### src/hw/icache_pkg.sv
// icache package with the cache geometry and the fetch address layout
// shared by the fetch stage, the block store and the line fill engine

package icache_pkg;

    ////////////////////
    // geometry
    ////////////////////

    // byte address width of the fetch path and the AXI4-Lite bus
    localparam int addr_w = 32;

    // instruction width, 32 bits whatever the architecture
    localparam int ilen = 32;

    // payload of one cache line, four instructions
    localparam int line_w = 128;
    localparam int words_per_line = line_w / ilen;

    // word offset inside a line
    localparam int offset_w = $clog2(words_per_line);

    // number of lines in the direct-mapped store
    localparam int cache_depth = 64;
    localparam int index_w = $clog2(cache_depth);

    // the tag keeps what is left once index, offset and the two byte bits are taken
    localparam int tag_w = addr_w - index_w - offset_w - 2;

    ////////////////////
    // address layout
    ////////////////////

    // a fetch address is carried as a raw bus word (request port, araddr)
    // and decoded in place into its cache fields
    //
    //   | tag | index | offset | byte_off |
    //
    // the byte bits are always zero for word aligned instruction fetches
    typedef union packed {
        logic [addr_w-1:0] raw;
        struct packed {
            logic [tag_w-1:0]    tag;
            logic [index_w-1:0]  index;
            logic [offset_w-1:0] offset;
            logic [1:0]          byte_off;
        } f;
    } icache_addr_u;

endpackage
### src/hw/icache_line_fill.sv
// icache line fill engine, reads four words over AXI4-Lite one at a time
// and writes the assembled 128-bit line into the block store

`timescale 1ns/100ps

module icache_line_fill (
    input  logic                          aclk,
    input  logic                          aresetn,
    input  logic                          fill_req,
    input  icache_pkg::icache_addr_u      fill_addr,
    output logic                          arvalid,
    input  logic                          arready,
    output logic [icache_pkg::addr_w-1:0] araddr,
    output logic [2:0]                    arprot,
    input  logic                          rvalid,
    output logic                          rready,
    input  logic [icache_pkg::ilen-1:0]   rdata,
    input  logic [1:0]                    rresp,
    output logic                          wen,
    output icache_pkg::icache_addr_u      waddr,
    output logic [icache_pkg::line_w-1:0] wdata,
    output logic                          fill_done
);

    import icache_pkg::*;

    ////////////////////
    // declarations
    ////////////////////

    // one word per AR/R pair, then a write cycle and a done cycle
    typedef enum logic [2:0] {
        st_idle,
        st_ar,
        st_r,
        st_write,
        st_done
    } fill_state_t;

    fill_state_t state;

    // word counter inside the line
    logic [offset_w-1:0] beat;

    // line base address and the line being assembled
    icache_addr_u        line_addr;
    logic [line_w-1:0]   line_q;

    // address of the current beat
    icache_addr_u        ar_addr;

    ////////////////////
    // AXI4-Lite read channels
    ////////////////////

    // unprivileged, secure, instruction access
    assign arprot = 3'b100;

    // the beat address is the line base with the word offset set to the counter
    always_comb begin
        ar_addr            = line_addr;
        ar_addr.f.offset   = beat;
        ar_addr.f.byte_off = 2'b00;
    end

    assign araddr = ar_addr.raw;

    // arvalid holds the address until arready, rready waits for the single R beat
    assign arvalid = (state == st_ar);
    assign rready  = (state == st_r);

    ////////////////////
    // block store side
    ////////////////////

    // the line goes into the store in one cycle, fill_done follows a cycle later
    assign wen       = (state == st_write);
    assign waddr     = line_addr;
    assign wdata     = line_q;
    assign fill_done = (state == st_done);

    ////////////////////
    // fill FSM
    ////////////////////

    always_ff @(posedge aclk or negedge aresetn) begin
        if (!aresetn) begin
            state <= st_idle;
            beat  <= '0;
        end else begin
            case (state)
                st_idle: begin
                    if (fill_req) begin
                        beat  <= '0;
                        state <= st_ar;
                    end
                end
                st_ar: begin
                    if (arready) begin
                        state <= st_r;
                    end
                end
                st_r: begin
                    // rresp is not checked, an error word is stored as returned
                    if (rvalid) begin
                        if (beat == offset_w'(words_per_line - 1)) begin
                            state <= st_write;
                        end else begin
                            beat  <= beat + 1'b1;
                            state <= st_ar;
                        end
                    end
                end
                st_write: begin
                    state <= st_done;
                end
                st_done: begin
                    state <= st_idle;
                end
                default: begin
                    state <= st_idle;
                end
            endcase
        end
    end

    // base address taken when the fill starts, fill_addr stays stable anyway
    always_ff @(posedge aclk) begin
        if (state == st_idle && fill_req) begin
            line_addr            <= fill_addr;
            line_addr.f.offset   <= '0;
            line_addr.f.byte_off <= 2'b00;
        end
    end

    // each word enters at the top and shifts down, after four beats
    // word 0 ends up in the low bits
    always_ff @(posedge aclk) begin
        if (state == st_r && rvalid) begin
            line_q <= {rdata, line_q[line_w-1:ilen]};
        end
    end

endmodule

### config.mk
export PLATFORM = sky130hd
export DESIGN_NAME = icache_line_fill
export DESIGN_NICKNAME = d
export VERILOG_FILES = /design/src/hw/icache_pkg.sv /design/src/hw/icache_line_fill.sv
export SDC_FILE = /design/constraint.sdc
export NUM_CORES = 1
export LEC_CHECK = 0
export ABC_AREA = 0
export BUFFER_PORTS_ARGS = -buffer_cell sky130_fd_sc_hd__buf_4
export CAP_MARGIN = 10
export CELL_PAD_IN_SITES_DETAIL_PLACEMENT = 1
export CELL_PAD_IN_SITES_GLOBAL_PLACEMENT = 1
export CORE_MARGIN = 4
export CORE_UTILIZATION = 39
export DETAILED_ROUTE_END_ITERATION = 10
export HOLD_SLACK_MARGIN = 0.12
export PLACE_DENSITY_LB_ADDON = 0.2
export SLEW_MARGIN = 20
export SYNTH_ARGS = -nofsm -noshare
export SYNTH_HDL_FRONTEND = slang
export SYNTH_SLANG_ARGS = --single-unit
export TNS_END_PERCENT = 100
### constraint.sdc
create_clock -name aclk -period 6 [get_ports aclk]
set_input_delay 1.2 -clock aclk [delete_from_list [all_inputs] [get_ports aclk]]
set_output_delay 1.2 -clock aclk [all_outputs]
set_load 0.005 [all_outputs]
# == Word-level counts from Yosys, hierarchy flattened ==
# Index checks and enable logic that the tools add are counted.
# totals
out_inout_bits,199
mem_bits_rw,0
register_bits,161
n_memories,0
latch_bits,0
in_bits,71
rom_bits,0
elab_cells,29
# op_classes
reduce_logical,6
n_eq_ne,9
addsub,1
div,0
multipliers,0
shifts,0
bitwise,0
order_cmp,0
mux,9
# ops
cell,count
$pmux W3 S4,1
$mux W3,3
$mux W2,4
$eq A3 B2 Y1 const B,2
$ne A2 B2 Y1 const B,3
$pmux W2 S2,1
$reduce_and A4 Y1,1
$eq A3 B1 Y1 const B,1
$eq A3 B3 Y1 const B,1
$logic_not A3 Y1,1
$reduce_and A3 Y1,1
$add A2 B1 Y2 const B,1
$eq A2 B2 Y1 const B,1
$logic_and A1 B1 Y1,2
$ne A2 B1 Y1 const B,1
$reduce_bool A2 Y1,1

# == Logic depth before layout (Yosys ltp) ==
# Gate-level depths: netlist (run 1).
# depth
depth_word,4
mapped_depth,4
ltp_nobuf,4

# == Worst setup path before layout (run 1) ==
# No wires, ideal clock.
# synth_path
path_type,input to register
from,input fill_req
to,register line_addr (netlist bit waddr[10]) (enable)
required_time_ns,5.506
setup_slack_ns,1.393
n_path_buf,0
setup_time_ns,0.494
arrival_time_ns,4.114
stages,1
cell_sequence,nor4b_1
# synth_between
elab_chain_len,1
# synth_rtl
element,line_no,rtl
start: declaration,icache_line_fill.sv:9,"input logic fill_req,"
$logic_and A1 B1 Y1,icache_line_fill.sv:129,if (state == st_idle && fill_req) begin
end signal: assignment,icache_line_fill.sv:130,line_addr <= fill_addr;
end: declaration,icache_line_fill.sv:46,icache_addr_u line_addr;
# No other way between the ends.
# A chain may end at the register's enable or synchronous reset.

# == Worst setup path after layout (run 1) ==
# layout_path
from,register state[2]
to,output rready
# layout_between
elab_chain_len,1
# layout_rtl
element,line_no,rtl
start: declaration,icache_line_fill.sv:40,fill_state_t state;
start signal: assignment,icache_line_fill.sv:88,state <= st_idle;
start signal: assignment,icache_line_fill.sv:95,state <= st_ar;
start signal: assignment,icache_line_fill.sv:100,state <= st_r;
$eq A3 B2 Y1,icache_line_fill.sv:70,assign rready = (state == st_r);
end: declaration,icache_line_fill.sv:16,"output logic rready,"
# No other way between the ends.

==> results of run 1 <==
-- cell usage after synthesis, drive strengths merged (2+ instances only) --
cell type  count
nand2          2
inv            2
buf           39
nand2b         3
edfxtp       156
dfrtp          5
nor2           3
conb           2
nor3b          2
and3b          2
-- final cells by class --
type	instances	area (sq um)
flip-flops and latches	161	4810
clock buffers	17	425.4
multi-input cells	33	229.0
repair buffers	257	1949
well taps	176	220.2
fillers	1211	5488
inverters	2	7.507
clock inverters	15	166.4
-- cells by family (layout without fill, tap and decap cells) --
| kind of cell | count (synthesis) | in the layout | synth area share (%) |
|---|---|---|---|
| muxes | 1 | 1 | 0.1888 |
| and+or+nand+nor | 17 | 17 | 2.030 |
| DFF | 161 | 161 | 90.70 |
| AOI/OAI and AO/OA | 5 | 5 | 1.038 |
| adders and majority gates | 1 | 1 | 0.2359 |
| other | 2 | 9 | 0.1416 |
| buffers and inverters | 42 | 291 | 5.663 |
-- metal layers --
layer | global-route usage [%] | wire [um] | vias up
li1 | - | - | 1313
met1 | 16.09 | 4216 | 1392
met2 | 27.54 | 6400 | 179
met3 | 8.105 | 1432 | 17
met4 | 6.512 | 209 | 0
met5 | 0 | 0 | -
-- cells in the final DEF, fill, tap and decap left out --
cell type,n
a21o_1,1
clkinvlp_4,2
dfrtp_1,5
nand4b_1,1
clkbuf_16,17
conb_1,9
and3_4,1
mux2i_1,1
nor2b_1,1
and2_1,1
and3b_1,2
buf_16,1
a21oi_1,1
clkinv_1,3
clkinv_4,2
bufinv_16,3
clkinv_2,3
buf_4,256
edfxtp_1,156
a2bb2oi_1,1
inv_1,2
nand2b_1,3
nor2_1,3
nand2_1,2
o22ai_1,1
inv_6,2
nor3b_1,2
nor4b_2,1
a2111oi_4,1
ha_1,1
-- stage by stage --
| step | std cells | setup slack, ps | util [%] | total power [mW] |
|---|---|---|---|---|
| 3_5_place_dp | 628 | 2670 | 54.07 | 2.122 |
| 3_3_place_gp | 628 | 2745 | 54.07 | 2.096 |
| 2_1_floorplan | 236 | 1393 | - | 1.785 |
| 6_report | 661 | 3373 | 58.72 | 3.156 |
| 5_1_grt | 661 | 3276 | 58.72 | 3.310 |
| 4_1_cts | 660 | 3117 | 58.52 | 3.196 |
-- power by group --
part           total [mW]  switching, mW  internal [mW]
logic               0.526          0.237          0.289
clock network        1.07          0.416          0.651
registers            1.56          0.101           1.46
-- state kept, by name (all words and copies together) (netlist names) --
register / cells
waddr: 28
wdata: 128
state: 3
beat: 2
-- worst min-delay path by stage --
stage / startpoint / end / slack (ps) / depth (start not counted)
final: wdata[95] / wdata[63] / 450 / 0
after global routing: wdata[57] / wdata[25] / 460 / 0
after CTS: wdata[40] / wdata[8] / 450 / 0
after detailed placement: wdata[126] / wdata[94] / 440 / 0
after global placement: wdata[72] / wdata[40] / 430 / 0
after floorplan: wdata[32] / wdata[0] / 450 / 0
==> out/metrics.csv, run 1 <==
stage,metric,value,unit
critical_path,crit_path_top_delay_cell,dfrtp_1,
flow_run,maxCapViolCount,0,
timing,fin_tns_setup,0,ps
power_and_ir_drop,power_density,404.2,mW/mm^2
global_route,grtUsageTotal,15.87,%
critical_path,r2r_cells,4,
final_layout,layout.nets,544,
logic_synthesis,ys_ff_latch,161,
place,port_buffers,254,
detailed_routing,ant_nets,0,
detailed_routing,wl,12260,um
critical_path,cp.arrival,1430,ps
timing,setup-violations-final,0,
clock_network,cts_tree,built,
clock_network,cts_setup_buffers,0,
logic_synthesis,synth_edf_count,156,
logic_synthesis,syn-instance-count,229,
critical_path,crit_path_max_incr_delay,560,ps
critical_path,cp-endpoint,rready,
clock_network,insertion_delay,410,ps
timing,hold_viol,0,
logic_synthesis,syn_avg_cell_area,23.16,sq um
timing,max_slew_margin,59.01,%
timing,clock_skew,4.657,ps
worst_hold_path,hold_path.class,flip-flop to flip-flop,
critical_path,crit_family,flip-flops,
critical_path,cp.depth,3,
logic_synthesis,async_flop_share,3.106,%
place,gp_congestion,0.8097,
timing,rsz0062_at_grt,false,
critical_path,regToRegSetupSlack,3540,ps
critical_path,end_kind,output port,
global_route,grt_pass1_wl,18590,um
die,rows,42,
detailed_routing,viasPerCell,4.389,
global_route,antenna_found_initial,0,
final_layout,layout-drive-gt1-share,59.59,%
die,dieWidth,124.6,um
detailed_routing,vias,2901,
clock_network,cts_sinks,161,
clock_network,clockBufferDepth,2,
place,dpl.hpwl,9111,um
critical_path,worst_setup_path_start_kind,flip-flop,
critical_path,crit_chain,nor2_1 -> and2_1 -> buf_4,
logic_synthesis,yosys-top-cells-area,"edfxtp_1 (88%), buf_4 (5.2%), dfrtp_1 (2.4%)",
detailed_routing,drc,0,
critical_path,critPathBufInv,1,
timing,drv_slew,0,
detailed_routing,wire_per_inst,18.55,um
global_route,gr-total-overflow,0,
logic_synthesis,synth_area,0.005303,sq mm
critical_path,cp_max_fo,9,
timing,fmax,0.3807,GHz
power_and_ir_drop,leakage,3.132,nW
final_layout,final_area,0.007807,sq mm
logic_synthesis,ys_seq_area_share,90.70,%
timing,worst_pin_slew,614.8,ps
clock_network,clk_pin_slew,60,ps
die,io_pins,270,
die,die_h,124.6,um
critical_path,critPathLaunch,state[2],
critical_path,r2r_end,wdata[70],
clock_network,cts_buffers,17,
clock_network,htreeDepth,4,
logic_synthesis,yosysTopAreaCell,edfxtp_1,
status,status,completed,
final_layout,area_growth,47.24,%
clock_network,root_buffer,clkbuf_16,
die,initial_core_util,39.88,%
critical_path,crit_type,flip-flop to output port,
die,dieArea,0.01553,sq mm
timing,fin_hold_ws,449.7,ps
logic_synthesis,synth_warnings,0,
critical_path,r2r-start,state[2],
global_route,grt_pass1_vias,3175,
die,core_area,0.01330,sq mm
global_route,grt_max_degree,81,
clock_network,cts_resized,0,
detailed_routing,drtIter0Drc,130,
final_layout,diodes,0,
clock_network,holdBufCountCts,0,
timing,min_period_over_period,43.78,%
logic_synthesis,post-synth-top-area-fraction,88.34,%
timing,finalCriticalPeriod,2627,ps
logic_synthesis,synth.distinct_cells,24,
critical_path,required,4800,ps
place,dpl_cell_area,0.007188,sq mm
detailed_routing,first_pass_iters,4,
logic_synthesis,ys.flop_type,edfxtp_1,
power_and_ir_drop,vdd_drop_max,0.2262,mV
Note: power is estimated with default switching activity, not from simulation.
==> run 2: changes to the inputs <==
ABC_AREA = 1   (was 0)
CORE_UTILIZATION = 33   (was 39)
clock period = 2.32 ns   (was 6 ns; I/O delays follow)
==> run 2 against run 1 <==
Combinational power rose by 140%. Global-route usage is 2.2 points lower. Via count increased by 2.9%. Clock power is 150% higher. Synthesized cell count up 5.7%. Synthesized area barely moved. Routed wire length up 3.0%. Worst hold slack lost 240 ps.
==> out/metrics.csv, run 2 <==
stage,metric,value,unit
logic_synthesis,syn-instance-count,242,
logic_synthesis,ys.flop_type,edfxtp_1,
clock_network,cts_buffers,17,
critical_path,regToRegSetupSlack,550,ps
logic_synthesis,ys_ff_latch,161,
critical_path,crit_type,flip-flop to output port,
logic_synthesis,yosys-top-cells-area,"edfxtp_1 (88%), buf_4 (5.2%), dfrtp_1 (2.4%)",
logic_synthesis,synthAdderAreaFrac,0.2360,%
critical_path,required,1860,ps
logic_synthesis,synth_top_family_by_area,buffers and inverters,
critical_path,r2r_cells,4,
critical_path,end_kind,output port,
timing,rsz0062_at_grt,false,
global_route,grt_pass1_wl,18400,um
timing,fin_tns_setup,0,ps
logic_synthesis,synth.distinct_cells,16,
clock_network,htreeDepth,4,
die,rows,46,
power_and_ir_drop,p_int,5.854,mW
detailed_routing,vias,2985,
logic_synthesis,yosys-top-cells-count,"edfxtp_1 (156), buf_4 (37), nand2_1 (13)",
logic_synthesis,synthSimpleGateAreaFrac,2.856,%
power_and_ir_drop,combPwrFrac,16.4,%
logic_synthesis,synth.mux.area_fraction,0,%
worst_hold_path,hold_path_depth,1,
place,gp_congestion,0.7171,
logic_synthesis,syn_avg_cell_area,21.91,sq um
global_route,antenna_found_initial,0,
critical_path,r2r_end,wdata[114],
power_and_ir_drop,switching_power,1.987,mW
logic_synthesis,post-synth-top-area-fraction,88.36,%
critical_path,worst_setup_path_start_kind,flip-flop,
clock_network,clockBufferDepth,2,
die,dieArea,0.01816,sq mm
power_and_ir_drop,power_density,997.5,mW/mm^2
logic_synthesis,synth_warnings,0,
final_layout,layout.nets,562,
power_and_ir_drop,leakage,3.183,nW
die,core_area,0.01583,sq mm
detailed_routing,wire_per_inst,17.55,um
global_route,gr-total-overflow,0,
power_and_ir_drop,p_clk_share,33.6,%
timing,hold_viol,0,
final_layout,num-fill-cells,1546,
die,initial_core_util,33.49,%
power_and_ir_drop,vdd_drop_max,0.4605,mV
clock_network,clk_pin_slew,60,ps
critical_path,cp.arrival,1410,ps
logic_synthesis,synth-xor-area-share,0,%
place,dpl_cell_area,0.007288,sq mm
clock_network,holdBufCountCts,1,
power_and_ir_drop,sw_frac_of_total,25.34,%
flow_run,maxCapViolCount,0,
status,status,completed,
global_route,grt_max_degree,89,
logic_synthesis,ys_seq_area_share,90.72,%
final_layout,multi_input_area,221.5,sq um
logic_synthesis,synth_compound_area_share,0.09441,%
critical_path,r2r-start,state[2],
final_layout,layout-drive-gt1-share,58.85,%
detailed_routing,ant_nets,0,
place,dpl.hpwl,9582,um
critical_path,critPathLaunch,state[2],
logic_synthesis,synth_edf_count,156,
clock_network,root_buffer,clkbuf_16,
detailed_routing,drc,0,
clock_network,cts_resized,0,
final_layout,final_area,0.007860,sq mm
logic_synthesis,synth_most_common_cell,edfxtp_1,
timing,fmax,0.5342,GHz
final_layout,final_common_cell,buf_4,
die,io_pins,270,
global_route,grtUsageTotal,13.70,%
final_layout,layout_common_cells,"buf_4 (257), edfxtp_1 (156), clkbuf_16 (17), nand2_1 (13)",
clock_network,insertion_delay,420,ps
global_route,grt_pass1_vias,3241,
worst_hold_path,min_to,wdata[125],
final_layout,regArea,0.004810,sq mm
timing,drv_slew,0,
timing,setup-violations-final,0,
critical_path,cp_max_fo,6,
detailed_routing,wl,12620,um
detailed_routing,drtIter0Drc,136,
clock_network,cts_tree,built,
die,die_h,134.7,um
clock_network,cts_sinks,161,
place,port_buffers,254,
worst_hold_path,hold_start,rdata[29],
final_layout,largest_register_ffs,128,
final_layout,area_growth,48.27,%
die,dieWidth,134.7,um
timing,clock_skew,15.44,ps
clock_network,cts_setup_buffers,0,
logic_synthesis,synth_area,0.005301,sq mm
logic_synthesis,yosysTopAreaCell,edfxtp_1,
detailed_routing,first_pass_iters,4,
timing,finalCriticalPeriod,1872,ps
power_and_ir_drop,p_seq_share,50.1,%
final_layout,diodes,0,
timing,min_period_over_period,80.70,%
worst_hold_path,hold_path.class,primary input to flip-flop,
logic_synthesis,async_flop_share,3.106,%
detailed_routing,viasPerCell,4.152,
==> run 2: cells by family (layout without fill, tap and decap cells) <==
family	count (synthesis)	after routing
buf+inv	47	301
fa+ha+maj	1	1
other cells	2	9
compound gates	1	1
simple gates	30	30
flops	161	161
==> run 2: worst max-delay path, cell delays in order (launching register included) <==
cell and delay [ps]:
dfrtp_1 450, nor2_4 230, nand2_2 130, inv_1 80, buf_4 100
==> run 2: power by group through the flow <==
stage | registers [mW] | clock network [mW] | logic (mW)
after floorplan | 3.99 | 0 | 0.478
after global placement | 3.96 | 0 | 1.28
after detailed placement | 3.99 | 0 | 1.32
after CTS | 3.94 | 2.74 | 1.32
after global routing | 3.97 | 2.88 | 1.40
final | 3.93 | 2.63 | 1.28
==> run 2: area by class of cell <==
class / count / share of cell area [%]
clock buffers: 18 / 5.460
clock inverters: 14 / 1.687
inverters: 10 / 0.4776
multi-input cells: 41 / 2.818
flip-flops and latches: 161 / 61.19
well taps: 216 / 3.438
repair buffers: 259 / 24.93
==> run 2: worst max path at each step <==
stage / to / slack, ps / depth (start not counted)
floorplan: wdata[0] / -700 / 3
global placement: wdata[44] / 630 / 4
detailed placement: wdata[100] / 570 / 4
CTS: rready / 410 / 4
global route: rready / 350 / 4
finish: rready / 450 / 4
==> run 2: per-stage QoR <==
| stage | total power [mW] | util [%] | setup WS (ps) | hold WS (ps) | std cells |
|---|---|---|---|---|---|
| floorplan | 4.470 | - | -703.7 | 168.4 | 249 |
| global placement | 5.242 | 46.05 | 633.0 | 270.9 | 686 |
| detailed placement | 5.315 | 46.05 | 567.5 | 270.7 | 686 |
| CTS | 7.998 | 49.66 | 414.4 | 190.3 | 719 |
| global route | 8.251 | 49.66 | 353.3 | 188.8 | 719 |
| finish | 7.841 | 49.66 | 447.9 | 209.9 | 719 |
==> run 2: layer usage <==
layer | up-vias | share of wire [%] | GRT usage [%]
met1 | 1438 | 34 | 13.77
met5 | - | 0 | 0
met4 | 0 | 2.0 | 6.505
met2 | 181 | 51 | 23.10
met3 | 15 | 14 | 7.563
li1 | 1351 | - | -
