$ cat src/hw/icache_pkg.sv
// icache package with the cache geometry and the fetch address layout
// shared by the fetch stage, the block store and the line fill engine

package icache_pkg;

    ////////////////////
    // geometry
    ////////////////////

    // byte address width of the fetch path and the AXI4-Lite bus
    localparam int addr_w = 32;

    // instruction width, 32 bits whatever the architecture
    localparam int ilen = 32;

    // payload of one cache line, four instructions
    localparam int line_w = 128;
    localparam int words_per_line = line_w / ilen;

    // word offset inside a line
    localparam int offset_w = $clog2(words_per_line);

    // number of lines in the direct-mapped store
    localparam int cache_depth = 64;
    localparam int index_w = $clog2(cache_depth);

    // the tag keeps what is left once index, offset and the two byte bits are taken
    localparam int tag_w = addr_w - index_w - offset_w - 2;

    ////////////////////
    // address layout
    ////////////////////

    // a fetch address is carried as a raw bus word (request port, araddr)
    // and decoded in place into its cache fields
    //
    //   | tag | index | offset | byte_off |
    //
    // the byte bits are always zero for word aligned instruction fetches
    typedef union packed {
        logic [addr_w-1:0] raw;
        struct packed {
            logic [tag_w-1:0]    tag;
            logic [index_w-1:0]  index;
            logic [offset_w-1:0] offset;
            logic [1:0]          byte_off;
        } f;
    } icache_addr_u;

endpackage
$ cat src/hw/icache_fetch_stage.sv
// icache fetch pipeline, request acceptance, lookup stage and response register
// a miss stalls the lookup stage, requests a line fill and replays the lookup

`timescale 1ns/100ps

module icache_fetch_stage (
    input  logic                          aclk,
    input  logic                          aresetn,
    input  logic                          req_valid,
    input  logic [icache_pkg::addr_w-1:0] req_addr,
    output logic                          req_ready,
    output logic                          resp_valid,
    output logic [icache_pkg::ilen-1:0]   resp_data,
    input  logic                          resp_ready,
    input  logic                          flush,
    output logic                          ren,
    output icache_pkg::icache_addr_u      raddr,
    input  logic                          hit,
    input  logic                          miss,
    input  logic [icache_pkg::ilen-1:0]   rdata,
    output logic                          fill_req,
    output icache_pkg::icache_addr_u      fill_addr,
    input  logic                          fill_done
);

    import icache_pkg::*;

    // goes high the first edge after reset release, opens the request port
    logic         run;

    // acceptance register, holds the address presented to the block store
    logic         acc_valid;
    icache_addr_u acc_addr;

    // lookup stage, its result sits in the hit/miss/rdata registers of the blocks
    logic         lk_valid;
    logic         lk_wait;
    icache_addr_u lk_addr;

    logic         accept;
    logic         resp_stall;
    logic         lk_live;
    logic         lk_move;
    logic         lk_miss;
    logic         advance;
    logic         replay;

    ////////////////////
    // stage control
    ////////////////////

    assign accept = req_valid & req_ready;

    // the response register cannot take a new word
    assign resp_stall = resp_valid & ~resp_ready;

    // the block outputs belong to the lookup stage unless a fill is pending
    assign lk_live = lk_valid & ~lk_wait;
    assign lk_move = lk_live & hit & ~resp_stall;
    assign lk_miss = lk_live & miss;

    // the acceptance register moves into lookup only when lookup drains
    // and nothing waits in a stalled response register
    assign advance = acc_valid & ~resp_stall & (~lk_valid | lk_move);

    // once the line is in the store the held address is looked up again
    assign replay = lk_wait & fill_done;

    // lookup and replay never overlap, lk_wait keeps the lookup stage full
    assign ren   = advance | replay;
    assign raddr = lk_wait ? lk_addr : acc_addr;

    // one cycle request, lk_wait rises on the next edge and ends the pulse
    assign fill_req  = lk_miss;
    assign fill_addr = lk_addr;

    // closed during flush, back-pressure and the whole miss window
    assign req_ready = run & ~flush & ~resp_stall & ~lk_wait & ~lk_miss &
                       (~acc_valid | advance);

    always_ff @(posedge aclk or negedge aresetn) begin
        if (!aresetn) begin
            run <= 1'b0;
        end else begin
            run <= 1'b1;
        end
    end

    ////////////////////
    // acceptance register
    ////////////////////

    always_ff @(posedge aclk or negedge aresetn) begin
        if (!aresetn) begin
            acc_valid <= 1'b0;
        end else if (accept) begin
            acc_valid <= 1'b1;
        end else if (advance) begin
            acc_valid <= 1'b0;
        end
    end

    always_ff @(posedge aclk) begin
        if (accept) begin
            acc_addr.raw <= req_addr;
        end
    end

    ////////////////////
    // lookup stage
    ////////////////////

    // lk_wait marks the miss-pending state, set by the miss and cleared by the replay
    always_ff @(posedge aclk or negedge aresetn) begin
        if (!aresetn) begin
            lk_valid <= 1'b0;
            lk_wait  <= 1'b0;
        end else begin
            if (advance) begin
                lk_valid <= 1'b1;
            end else if (lk_move) begin
                lk_valid <= 1'b0;
            end
            if (lk_miss) begin
                lk_wait <= 1'b1;
            end else if (replay) begin
                lk_wait <= 1'b0;
            end
        end
    end

    // kept for the fill and the replay while the stage is stalled
    always_ff @(posedge aclk) begin
        if (advance) begin
            lk_addr <= acc_addr;
        end
    end

    ////////////////////
    // response register
    ////////////////////

    always_ff @(posedge aclk or negedge aresetn) begin
        if (!aresetn) begin
            resp_valid <= 1'b0;
        end else if (lk_move) begin
            resp_valid <= 1'b1;
        end else if (resp_ready) begin
            resp_valid <= 1'b0;
        end
    end

    // the word stays put until the fetch unit takes it
    always_ff @(posedge aclk) begin
        if (lk_move) begin
            resp_data <= rdata;
        end
    end

endmodule

$ cat config.mk
export PLATFORM = sky130hd
export DESIGN_NAME = icache_fetch_stage
export DESIGN_NICKNAME = d
export VERILOG_FILES = /design/src/hw/icache_pkg.sv /design/src/hw/icache_fetch_stage.sv
export SDC_FILE = /design/constraint.sdc
export NUM_CORES = 1
export LEC_CHECK = 0
export ABC_AREA = 0
export BUFFER_PORTS_ARGS = -buffer_cell sky130_fd_sc_hd__buf_2
export CORE_ASPECT_RATIO = 0.9
export CORE_MARGIN = 4
export CORE_UTILIZATION = 30
export CTS_CLUSTER_DIAMETER = 100
export DETAILED_ROUTE_END_ITERATION = 6
export PLACE_DENSITY_LB_ADDON = 0.1
export SYNTH_ARGS = -nofsm -noshare
export SYNTH_HDL_FRONTEND = slang
export SYNTH_SLANG_ARGS = --single-unit
$ cat constraint.sdc
create_clock -name aclk -period 8.2 [get_ports aclk]
set_input_delay 0.82 -clock aclk [delete_from_list [all_inputs] [get_ports aclk]]
set_output_delay 0.82 -clock aclk [all_outputs]
set_load 0.01 [all_outputs]
Word level (Yosys, flattened, before mapping)
Index checks and enable logic that the tools add are counted.
{ "classes": {"muxes": 9, "bitwise_logic": 24, "reduce_logical": 4} }
{ "ops": {"columns": ["cell", "count"], "rows": [
  ["2-to-1 mux 32 bit", 1],
  ["bitwise AND 1 bit", 14],
  ["2-to-1 mux 1 bit", 8],
  ["nonzero test 2 bit", 4],
  ["NOT 1 bit", 7],
  ["bitwise OR 1 bit", 3]
]} }
{ "totals": {"ff_bits": 101, "in_bits": 72, "output_inout_bits": 100, "word_cells": 45} }

Logic depth before layout (Yosys ltp)
Gate-level depths: netlist (run 1).
{ "depth": {"depth_word": 10, "ltp_mapped": 4, "ltp_nobuf": 3} }

Worst setup path before layout (run 1)
OpenSTA, ideal clock, no wires.
{ "synth_path": {"path_kind": "input to register", "from": "input resp_ready", "to": "register lk_addr, in the netlist fill_addr[0] (enable)", "setup_time_ps": 432, "arrival_ps": 2649, "t_required_ps": 7768, "path_slack_ps": 5119, "cell_stages": 3, "path_buffers": 0, "cell_sequence": "nand2b_1 -> nand2_1 -> a21oi_1"} }
{ "synth_via": {"elab_chain_len": 6, "elab_cells_between_ends": 7, "cone_classes": "bitwise (7)"} }
{ "synth_lines": {"columns": ["element", "line", "text"], "rows": [
  ["from (decl)", "icache_fetch_stage.sv:14", "input logic resp_ready,"],
  ["NOT 1 bit (*)", "icache_fetch_stage.sv:55", "assign resp_stall = resp_valid & ~resp_ready;"],
  ["bitwise AND 1 bit (*)", "icache_fetch_stage.sv:55", null],
  ["NOT 1 bit (*)", "icache_fetch_stage.sv:59, icache_fetch_stage.sv:64", null],
  ["bitwise AND 1 bit", "icache_fetch_stage.sv:59", "assign lk_move = lk_live & hit & ~resp_stall;"],
  ["bitwise OR 1 bit", "icache_fetch_stage.sv:64", "assign advance = acc_valid & ~resp_stall & (~lk_valid | lk_move);"],
  ["bitwise AND 1 bit (*)", "icache_fetch_stage.sv:64", null],
  ["via advance", "icache_fetch_stage.sv:45", "logic advance;"],
  ["to (signal assigned)", "icache_fetch_stage.sv:135", "lk_addr <= acc_addr;"],
  ["to (decl)", "icache_fetch_stage.sv:38", "icache_addr_u lk_addr;"]
]} }
Mark *: on every way through the listed nets, which the timed path passes. The rest lies on a longest branch.
A chain may end at the register's enable or synchronous reset.

==> metrics.md, run 1 <==
| Metric | Value |
|---|---|
| Top cell type's share of synthesized area | `81.1%` |
| Crit end category | `primary output` |
| Layout net count | `415` |
| CP Launch Type | `flip-flop` |
| Worst Hold Class | `primary input to asynchronous set/reset pin` |
| Max incr delay on CP | `630 ps` |
| Initial Utilization | `30.8%` |
| Synth Area in Compound Gates | `0.810%` |
| DR vias | `2,090` |
| # DRC | `0` |
| Slew Viols, Final | `0` |
| CP Class | `flip-flop to primary output` |
| H-tree Lvls | `3` |
| Clock Skews | `5.60 ps` |
| Cells taking the most area after synthesis | `edfxtp_1 81%, mux2_2 10%, dfrtp_1 3.5%` |
| CTS tree | `yes` |
| Largest family of logic cells by synthesized area | `multiplexers` |
| Post-CTS resize count | `0` |
| Share of cells above drive strength 1 | `64.2%` |
| Mapped Area | `0.00355 mm^2` |
| Setup Viol. Count Final | `0` |
| Core area | `0.0115 mm^2` |
| Crit-path slowest cell | `dfrtp_1` |
| Synth cell types | `17` |
| Critical Path AT | `1930 ps` |
| MaxCap Viol Count | `0` |
| Largest net degree at the start of global routing | `33` |
| DRT iter0 DRCs | `86` |
| M2 GR Usage | `18.2%` |
| Clk sinks | `101` |
| Mux share of post-synthesis cell area | `10.4%` |
| Busiest grt layer | `met2` |
| Worst slew pin tran | `1070 ps` |
| Wire per inst | `15.7 um` |
| # fillers | `1,069` |
| Post-Layout Cell Count | `502` |
| Antenna cells | `0` |
| Port Buf Inserts | `171` |
| Area of the multi-input gates | `522 um^2` |
| Placed cell count | `488` |
| RSZ-0062 raised after global routing | `no` |
| Die area | `0.0137 mm^2` |
| Die Height | `111 um` |
| Final min period | `2750 ps` |
| Simple-gate area share of the yosys netlist | `2.75%` |
| PD cells | `272 mW/mm^2` |
| Mapped Cells | `163` |
| Worst-case clock buffer depth | `2` |
| Chip Width | `123 um` |
| Max Freq | `0.363 GHz` |
| Num rows | `37` |
| CTS Root Cell | `clkbuf_16` |
| Avg Synthesized Cell Area | `21.8 um^2` |
| # IOs | `172` |
| Hold-fix buffers, CTS | `0` |
| Global route overflow | `0` |
| Post-DP Area | `0.00460 mm^2` |
| Cts bufs inserted | `9` |
| Sequential share of the synthesized area | `84.6%` |
| VDD IR max | `0.137 mV` |
| Yosys warning total | `0` |
| First-pass GRT wire length | `12,000 um` |
| Xor/xnor share of the synthesized area | `0%` |
| GP Congestion | `0.827` |
| Vias in the first global route | `2,289` |
| Status | `finished, final reports clean` |
| CP max FO | `27` |
| Vias/cell | `4.16` |
| Setup Buffers After CTS | `0` |
| Layout Cell Area excl Fill | `0.00485 mm^2` |
| Final wirelength | `7900 um` |
| CP required | `7380 ps` |
| Worst skew pair latency | `330 ps` |
| Gr usage total | `11.7%` |
| Setup TNS | `0 ps` |
| Synthesized netlist net count | `235` |
| HPWL Detailed | `5840 um` |
| Met3 track demand over resource | `7.30%` |
| Final ANT Viol Nets | `0` |
| Synth area leader | `edfxtp_1` |
| Area Overhead vs Synth | `36.5%` |
| Router iterations before antenna repair | `4` |
| Met1 usage | `13.2%` |
| Final Hold Fails | `0` |
| Fin crit share | `33.6%` |
| Post-Synth Adder-Cell Area | `0%` |
| Rel. slew slack | `28.3%` |
| Clk slew on worst S/H paths | `60 ps` |
| Leak pwr | `0.00194 uW` |
| Count of state elements after synthesis | `101` |
| Reg area | `0.00301 mm^2` |
| Initial antenna violation count | `1` |
| CP Cell Sequence | `buf_4 > mux2_2 > buf_2` |
| Post-route core utilization | `42.1%` |
worst max-delay path: cells and delay by family, from the launching register on:
kind	cells	cell delay, ps
flip-flops	1	630
buffers and inverters	2	580
multiplexers	1	390
flip-flops by register name, summed over array words and instances, names as in the netlist:
register / cells
acc_valid: 1
acc_addr: 32
lk_valid: 1
resp_data: 32
lk_wait: 1
resp_valid: 1
run: 1
fill_addr: 32
metal layers:
| metal | up-vias | share of wire (%) |
|---|---|---|
| met5 | - | 0.25 |
| met4 | 2 | 1.5 |
| met3 | 9 | 12 |
| met1 | 977 | 39 |
| met2 | 112 | 47 |
| li1 | 990 | - |
cell usage in the layout, fill, tap and decap left out:
master	instances
clkinv_1	1
clkinv_4	1
nand2b_1	2
conb_1	1
nand2_1	8
buf_4	2
nand4_1	1
mux2i_1	1
nand2b_2	1
edfxtp_1	96
nor2_4	1
clkinv_2	2
clkinvlp_4	1
nor2b_1	2
buf_2	171
o2bb2ai_1	1
clkbuf_16	9
nor2_1	3
a32o_1	1
nor2_2	1
nand4b_1	1
a21oi_4	1
o21ai_0	1
mux2_2	32
dfrtp_1	5
power by group:
| part | internal (uW) | switching, uW | total [uW] |
|---|---|---|---|
| logic | 127 | 155 | 281 |
| registers | 640 | 31.2 | 671 |
| clock network | 200 | 167 | 368 |
Yosys cell counts:
| cell type | count |
|---|---|
| a21oi_1 | 1 |
| a32o_1 | 1 |
| buf_6 | 4 |
| conb_1 | 1 |
| dfrtp_1 | 5 |
| edfxtp_1 | 96 |
| mux2_2 | 32 |
| mux2i_1 | 1 |
| nand2_1 | 8 |
| nand2b_1 | 2 |
| nand2b_2 | 1 |
| nand4_1 | 1 |
| nand4b_1 | 1 |
| nor2_1 | 5 |
| nor2b_1 | 2 |
| o21ai_0 | 1 |
| o2bb2ai_1 | 1 |
final cells by class:
type	instances	share of cell area, %
clock buffers	9	4.64
repair buffers	173	18.0
flip-flops and latches	101	62.0
clock inverters	5	0.619
multi-input cells	58	10.8
well taps	156	4.02
cells by family after synthesis:
logic type / count (synthesis)
DFF: 101
muxes: 33
and+or+nand+nor: 20
AOI/OAI and AO/OA: 4
buffers and inverters: 4
other: 1
worst paths after layout:
| path | from | to | cells after the start | slack, ps |
|---|---|---|---|---|
| max in group asynchronous | aresetn | run$_DFF_PN0_ | 1 | 7780 |
| worst min register to register | acc_addr[25]$_DFFE_PP_ | fill_addr[25]$_DFFE_PP_ | 0 | 440 |
| worst min-delay path | aresetn | resp_valid$_DFFE_PN0P_ | 1 | 290 |
| worst max-delay path | lk_wait$_DFFE_PN0P_ | raddr[24] | 3 | 5450 |
| min in group aclk | acc_addr[25]$_DFFE_PP_ | fill_addr[25]$_DFFE_PP_ | 0 | 440 |
| worst max register to register | lk_wait$_DFFE_PN0P_ | acc_addr[14]$_DFFE_PP_ | 3 | 6100 |
through the flow:
step / hold WS (ps) / setup slack [ps] / power, uW
after floorplan: 422 / 5120 / 851
after global placement: 426 / 5730 / 975
after detailed placement: 432 / 5680 / 973
after CTS: 281 / 5390 / 1350
after global routing: 275 / 5330 / 1400
final: 294 / 5450 / 1320
Note: power is estimated with default switching activity, not from simulation.
==> inputs of run 2 (changes only) <==
==> constraint.sdc (replaced) <==
create_clock -name aclk -period 2.4 [get_ports aclk]
set_input_delay 0.24 -clock aclk [delete_from_list [all_inputs] [get_ports aclk]]
set_output_delay 0.24 -clock aclk [all_outputs]
set_load 0.01 [all_outputs]
==> metrics.md, run 2 (synthesis results as in run 1) <==
| Metric | Value |
|---|---|
| Clock Power Share | `29.7%` |
| Vias/cell | `4.07` |
| Max Freq | `0.480 GHz` |
| Setup TNS | `0 ps` |
| First-pass GRT wire length | `11,900 um` |
| DR vias | `2,062` |
| Router iterations before antenna repair | `4` |
| Comb power frac | `20.6%` |
| Worst-case clock buffer depth | `2` |
| Status | `finished, final reports clean` |
| Wire per inst | `15.1 um` |
| Final min period | `2080 ps` |
| CTS Root Cell | `clkbuf_16` |
| Vias in the first global route | `2,220` |
| Area Overhead vs Synth | `38.0%` |
| Hold-fix buffers, CTS | `1` |
| Share of cells above drive strength 1 | `63.8%` |
| Final Hold Fails | `0` |
| Post-route core utilization | `42.5%` |
| CP required | `2160 ps` |
| Chip Width | `123 um` |
| WHS Path Cells | `1` |
| Int Power | `3420 uW` |
| PD cells | `945 mW/mm^2` |
| Metal-1 WL | `3220 um` |
| CP max FO | `22` |
| Worst Hold Class | `primary input to flip-flop` |
| Commonest cells after routing, fill and taps aside | `171 x buf_2, 96 x edfxtp_1, 32 x mux2_2` |
| Post-CTS resize count | `0` |
| Final ANT Viol Nets | `0` |
| # IOs | `172` |
| WL met2 | `3770 um` |
| Switch Pwr | `1210 uW` |
| Slew Viols, Final | `0` |
| Setup Viol. Count Final | `0` |
| CP Class | `flip-flop to primary output` |
| CTS tree | `yes` |
| Layout net count | `418` |
| Core area | `0.0115 mm^2` |
| DRT iter0 DRCs | `65` |
| Worst skew pair latency | `330 ps` |
| FF-to-FF path depth | `4` |
| Clk slew on worst S/H paths | `60 ps` |
| Met3 routed WL | `590 um` |
| H-tree Lvls | `3` |
| Critical Path AT | `1840 ps` |
| Cts bufs inserted | `9` |
| Fin crit share | `86.8%` |
| Die Height | `111 um` |
| VDD IR max | `0.436 mV` |
| Leak pwr | `0.00196 uW` |
| Gr usage total | `11.6%` |
| GP Congestion | `0.688` |
| Seq pwr share | `49.8%` |
| MaxCap Viol Count | `0` |
| Top layer in use | `met4` |
| Clock Skews | `3.86 ps` |
| Port Buf Inserts | `171` |
| HPWL Detailed | `5740 um` |
| Commonest non-fill, non-tap cell in the layout | `buf_2` |
| Num rows | `37` |
| Final wirelength | `7680 um` |
| CP Launch Type | `flip-flop` |
| Initial antenna violation count | `0` |
| Global route overflow | `0` |
| # fillers | `1,099` |
| Die area | `0.0137 mm^2` |
| Initial Utilization | `30.8%` |
| Crit end category | `primary output` |
| Antenna cells | `0` |
| RSZ-0062 raised after global routing | `no` |
| Largest net degree at the start of global routing | `33` |
| Clk sinks | `101` |
| Switch share | `26.2%` |
| # DRC | `0` |
| Setup Buffers After CTS | `0` |
## run 2: changes by cell type in the layout (fill, tap and decap cells not counted)
cell	change
clkinv_4	-1
bufinv_16	+1
clkbuf_1	+1
buf_4	+2
clkinv_1	+2
clkinv_2	-1
dfrtp_1	-1
dlygate4sd3_1	+1
dfrtp_2	+1
## run 2: final timing paths
kind	start	end	slack (ps)
max	lk_wait$_DFFE_PN0P_	raddr[18]	320
min	rdata[1]	resp_data[1]$_DFFE_PP_	80
max reg2reg	lk_wait$_DFFE_PN0P_	acc_addr[16]$_DFFE_PP_	610
min reg2reg	acc_addr[26]$_DFFE_PP_	fill_addr[26]$_DFFE_PP_	440
max in group asynchronous	aresetn	lk_wait$_DFFE_PN0P_	2020
min in group asynchronous	aresetn	resp_valid$_DFFE_PN0P_	240
## run 2: layout make-up
cell class / instances / area, um^2 / area share, %
clock buffers: 10 / 229 / 4.67
clock inverters: 6 / 53.8 / 1.10
multi-input cells: 58 / 522 / 10.6
flip-flops and latches: 101 / 3010 / 61.4
well taps: 156 / 195 / 3.98
repair buffers: 176 / 896 / 18.3
## run 2: routing by layer
metal / vias to the layer above / global-route usage (%)
met5: - / 0
met4: 0 / 4.03
met3: 10 / 4.39
met2: 87 / 18.7
met1: 968 / 14.2
li1: 997 / -
## run 2: critical path: stages, from the launching register on
cell	delay [ps]
dfrtp_2	610
buf_4	370
mux2_2	380
buf_2	140
## run 2: stage by stage
step	cell area (um^2)	hold WS [ps]	setup WS, ps	instances	power (uW)
global route	4900	53.6	211	507	4890
floorplan	3560	-55.6	30.8	163	2910
detailed placement	4610	60.8	559	490	3320
CTS	4900	59.5	263	507	4730
global placement	4610	65.2	610	490	3330
finish	4900	77.4	316	507	4630
## run 2: power groups by stage
stage	sequential (uW)	clock, uW	combinational, uW
3_3_place_gp	2340	0	989
3_5_place_dp	2350	0	976
2_1_floorplan	2370	0	540
6_report	2310	1370	954
5_1_grt	2340	1510	1050
4_1_cts	2310	1430	982
==> inputs of run 3 (changes only) <==
--- a/config.mk
+++ b/config.mk
@@ -12,7 +12,7 @@
 export CORE_UTILIZATION = 30
 export CTS_CLUSTER_DIAMETER = 100
 export DETAILED_ROUTE_END_ITERATION = 6
-export PLACE_DENSITY_LB_ADDON = 0.1
+export PLACE_DENSITY_LB_ADDON = 0.2
 export SYNTH_ARGS = -nofsm -noshare
 export SYNTH_HDL_FRONTEND = slang
 export SYNTH_SLANG_ARGS = --single-unit
==> metrics.md, run 3 (synthesis results as in run 1) <==
| Metric | Value |
|---|---|
| Status | `finished, final reports clean` |
| Worst R2R Setup Slack | `730 ps` |
| CTS Root Cell | `clkbuf_16` |
| CP Class | `flip-flop to primary output` |
| Worst skew pair latency | `330 ps` |
| VDD IR max | `0.697 mV` |
| Hold-fix buffers, CTS | `1` |
| First-pass GRT wire length | `11,700 um` |
| Vias in the first global route | `2,222` |
| Wire per inst | `15.0 um` |
| Crit path max-delay family | `buffers and inverters` |
| GP Congestion | `0.725` |
| Antenna cells | `0` |
| Met1 usage | `13.6%` |
| Final min period | `1970 ps` |
| M2 GR Usage | `16.7%` |
| Final Hold Fails | `0` |
| Busiest grt layer | `met2` |
| # DRC | `0` |
| DR vias | `2,143` |
| Largest net degree at the start of global routing | `35` |
| Post-CTS resize count | `0` |
| Num rows | `37` |
| Post-route core utilization | `42.6%` |
| Setup Buffers After CTS | `0` |
| PD cells | `952 mW/mm^2` |
| Final ANT Viol Nets | `0` |
| Setup TNS | `0 ps` |
| HPWL Detailed | `5540 um` |
| Switch Pwr | `1240 uW` |
| Chip Width | `123 um` |
| Reg area | `0.00301 mm^2` |
| CP Launch Type | `flip-flop` |
| Area of the multi-input gates | `522 um^2` |
| Gr usage total | `11.2%` |
| Setup Viol. Count Final | `0` |
| Max incr delay on CP | `410 ps` |
| Vias/cell | `4.23` |
| CP Cell Sequence | `buf_4 > mux2_2 > buf_2` |
| Leak pwr | `0.00198 uW` |
| Die Height | `111 um` |
| Share of cells above drive strength 1 | `64.4%` |
| Clock Skews | `4.36 ps` |
| # fillers | `1,105` |
| Layout net count | `418` |
| Layout Cell Area excl Fill | `0.00492 mm^2` |
| Int Power | `3440 uW` |
| Clk sinks | `101` |
| Seq pwr share | `48.5%` |
| CP max FO | `34` |
| Met3 track demand over resource | `6.63%` |
| Core area | `0.0115 mm^2` |
| Final wirelength | `7580 um` |
| Clk slew on worst S/H paths | `70 ps` |
| Commonest non-fill, non-tap cell in the layout | `buf_2` |
| Comb power frac | `21.1%` |
| RSZ-0062 raised after global routing | `no` |
| Router iterations before antenna repair | `4` |
| Area Overhead vs Synth | `38.3%` |
| CTS tree | `yes` |
| Crit-path slowest cell | `dfrtp_1` |
| Crit end category | `primary output` |
| Worst Hold Class | `primary input to flip-flop` |
| DP Worst Slack | `708 ps` |
| Slew Viols, Final | `0` |
| Initial Utilization | `30.8%` |
| # IOs | `172` |
| Global route overflow | `0` |
| DRT iter0 DRCs | `78` |
| H-tree Lvls | `3` |
| Buffers & Inverters on Critical Path | `2` |
| Die area | `0.0137 mm^2` |
| Max Freq | `0.509 GHz` |
| Final setup margin | `435 ps` |
| Commonest cells after routing, fill and taps aside | `171 x buf_2, 96 x edfxtp_1, 32 x mux2_2` |
| Critical Path AT | `1730 ps` |
| Worst-case clock buffer depth | `2` |
| Clock Power Share | `30.4%` |
| Post-DP Area | `0.00461 mm^2` |
| Port Buf Inserts | `171` |
| Initial antenna violation count | `0` |
| CP required | `2160 ps` |
| Cts bufs inserted | `9` |
| Switch share | `26.6%` |
| Fin crit share | `81.9%` |
| MaxCap Viol Count | `0` |
## run 3: cell count changes in the layout (fill, tap and decap cells not counted)
cell        change
clkinv_1        -2
inv_6           +3
clkinv_2        +1
clkbuf_1        -1
dfrtp_2         -1
clkinvlp_4      -1
dfrtp_1         +1
## run 3: routing by layer
metal	vias to the layer above	part of all wire [%]
met4	0	1.3
li1	998	-
met2	132	43
met3	10	14
met1	1003	42
met5	-	0
## run 3: worst reg2reg max path: stages (launching register included)
cell and delay (ps):
dfrtp_1 450, nand2_1 160, nand4b_1 200, nor2_4 120
buf_4 390
## run 3: area by class of cell
class / count / share of cell area (%)
clock inverter: 7 / 1.43
timing repair buffer: 176 / 18.2
multi-input combinational: 58 / 10.6
tap: 156 / 3.97
clock buffer: 9 / 4.58
sequential: 101 / 61.2
## run 3: through the flow
stage	hold WS [ps]	total power, uW	instances
after detailed placement	69.4	3320	490
after global routing	53.2	4940	507
after global placement	66.1	3310	490
after floorplan	-55.6	2910	163
after CTS	61.8	4770	507
final	75.4	4680	507
## run 3: power by group through the flow
stage / combinational, uW / sequential (uW) / clock [uW]
2_1_floorplan: 540 / 2370 / 0
5_1_grt: 1090 / 2300 / 1560
3_5_place_dp: 1010 / 2310 / 0
4_1_cts: 1020 / 2270 / 1480
6_report: 986 / 2270 / 1420
3_3_place_gp: 1010 / 2300 / 0
## run 3: worst paths after layout
kind | from | end | cells past startpoint
max | lk_wait$_DFFE_PN0P_ | raddr[0] | 3
min | rdata[5] | resp_data[5]$_DFFE_PP_ | 1
max reg2reg | lk_valid$_DFFE_PN0P_ | acc_addr[7]$_DFFE_PP_ | 4
min reg2reg | acc_addr[26]$_DFFE_PP_ | fill_addr[26]$_DFFE_PP_ | 0
max in group asynchronous | aresetn | lk_valid$_DFFE_PN0P_ | 2
min in group asynchronous | aresetn | run$_DFF_PN0_ | 2
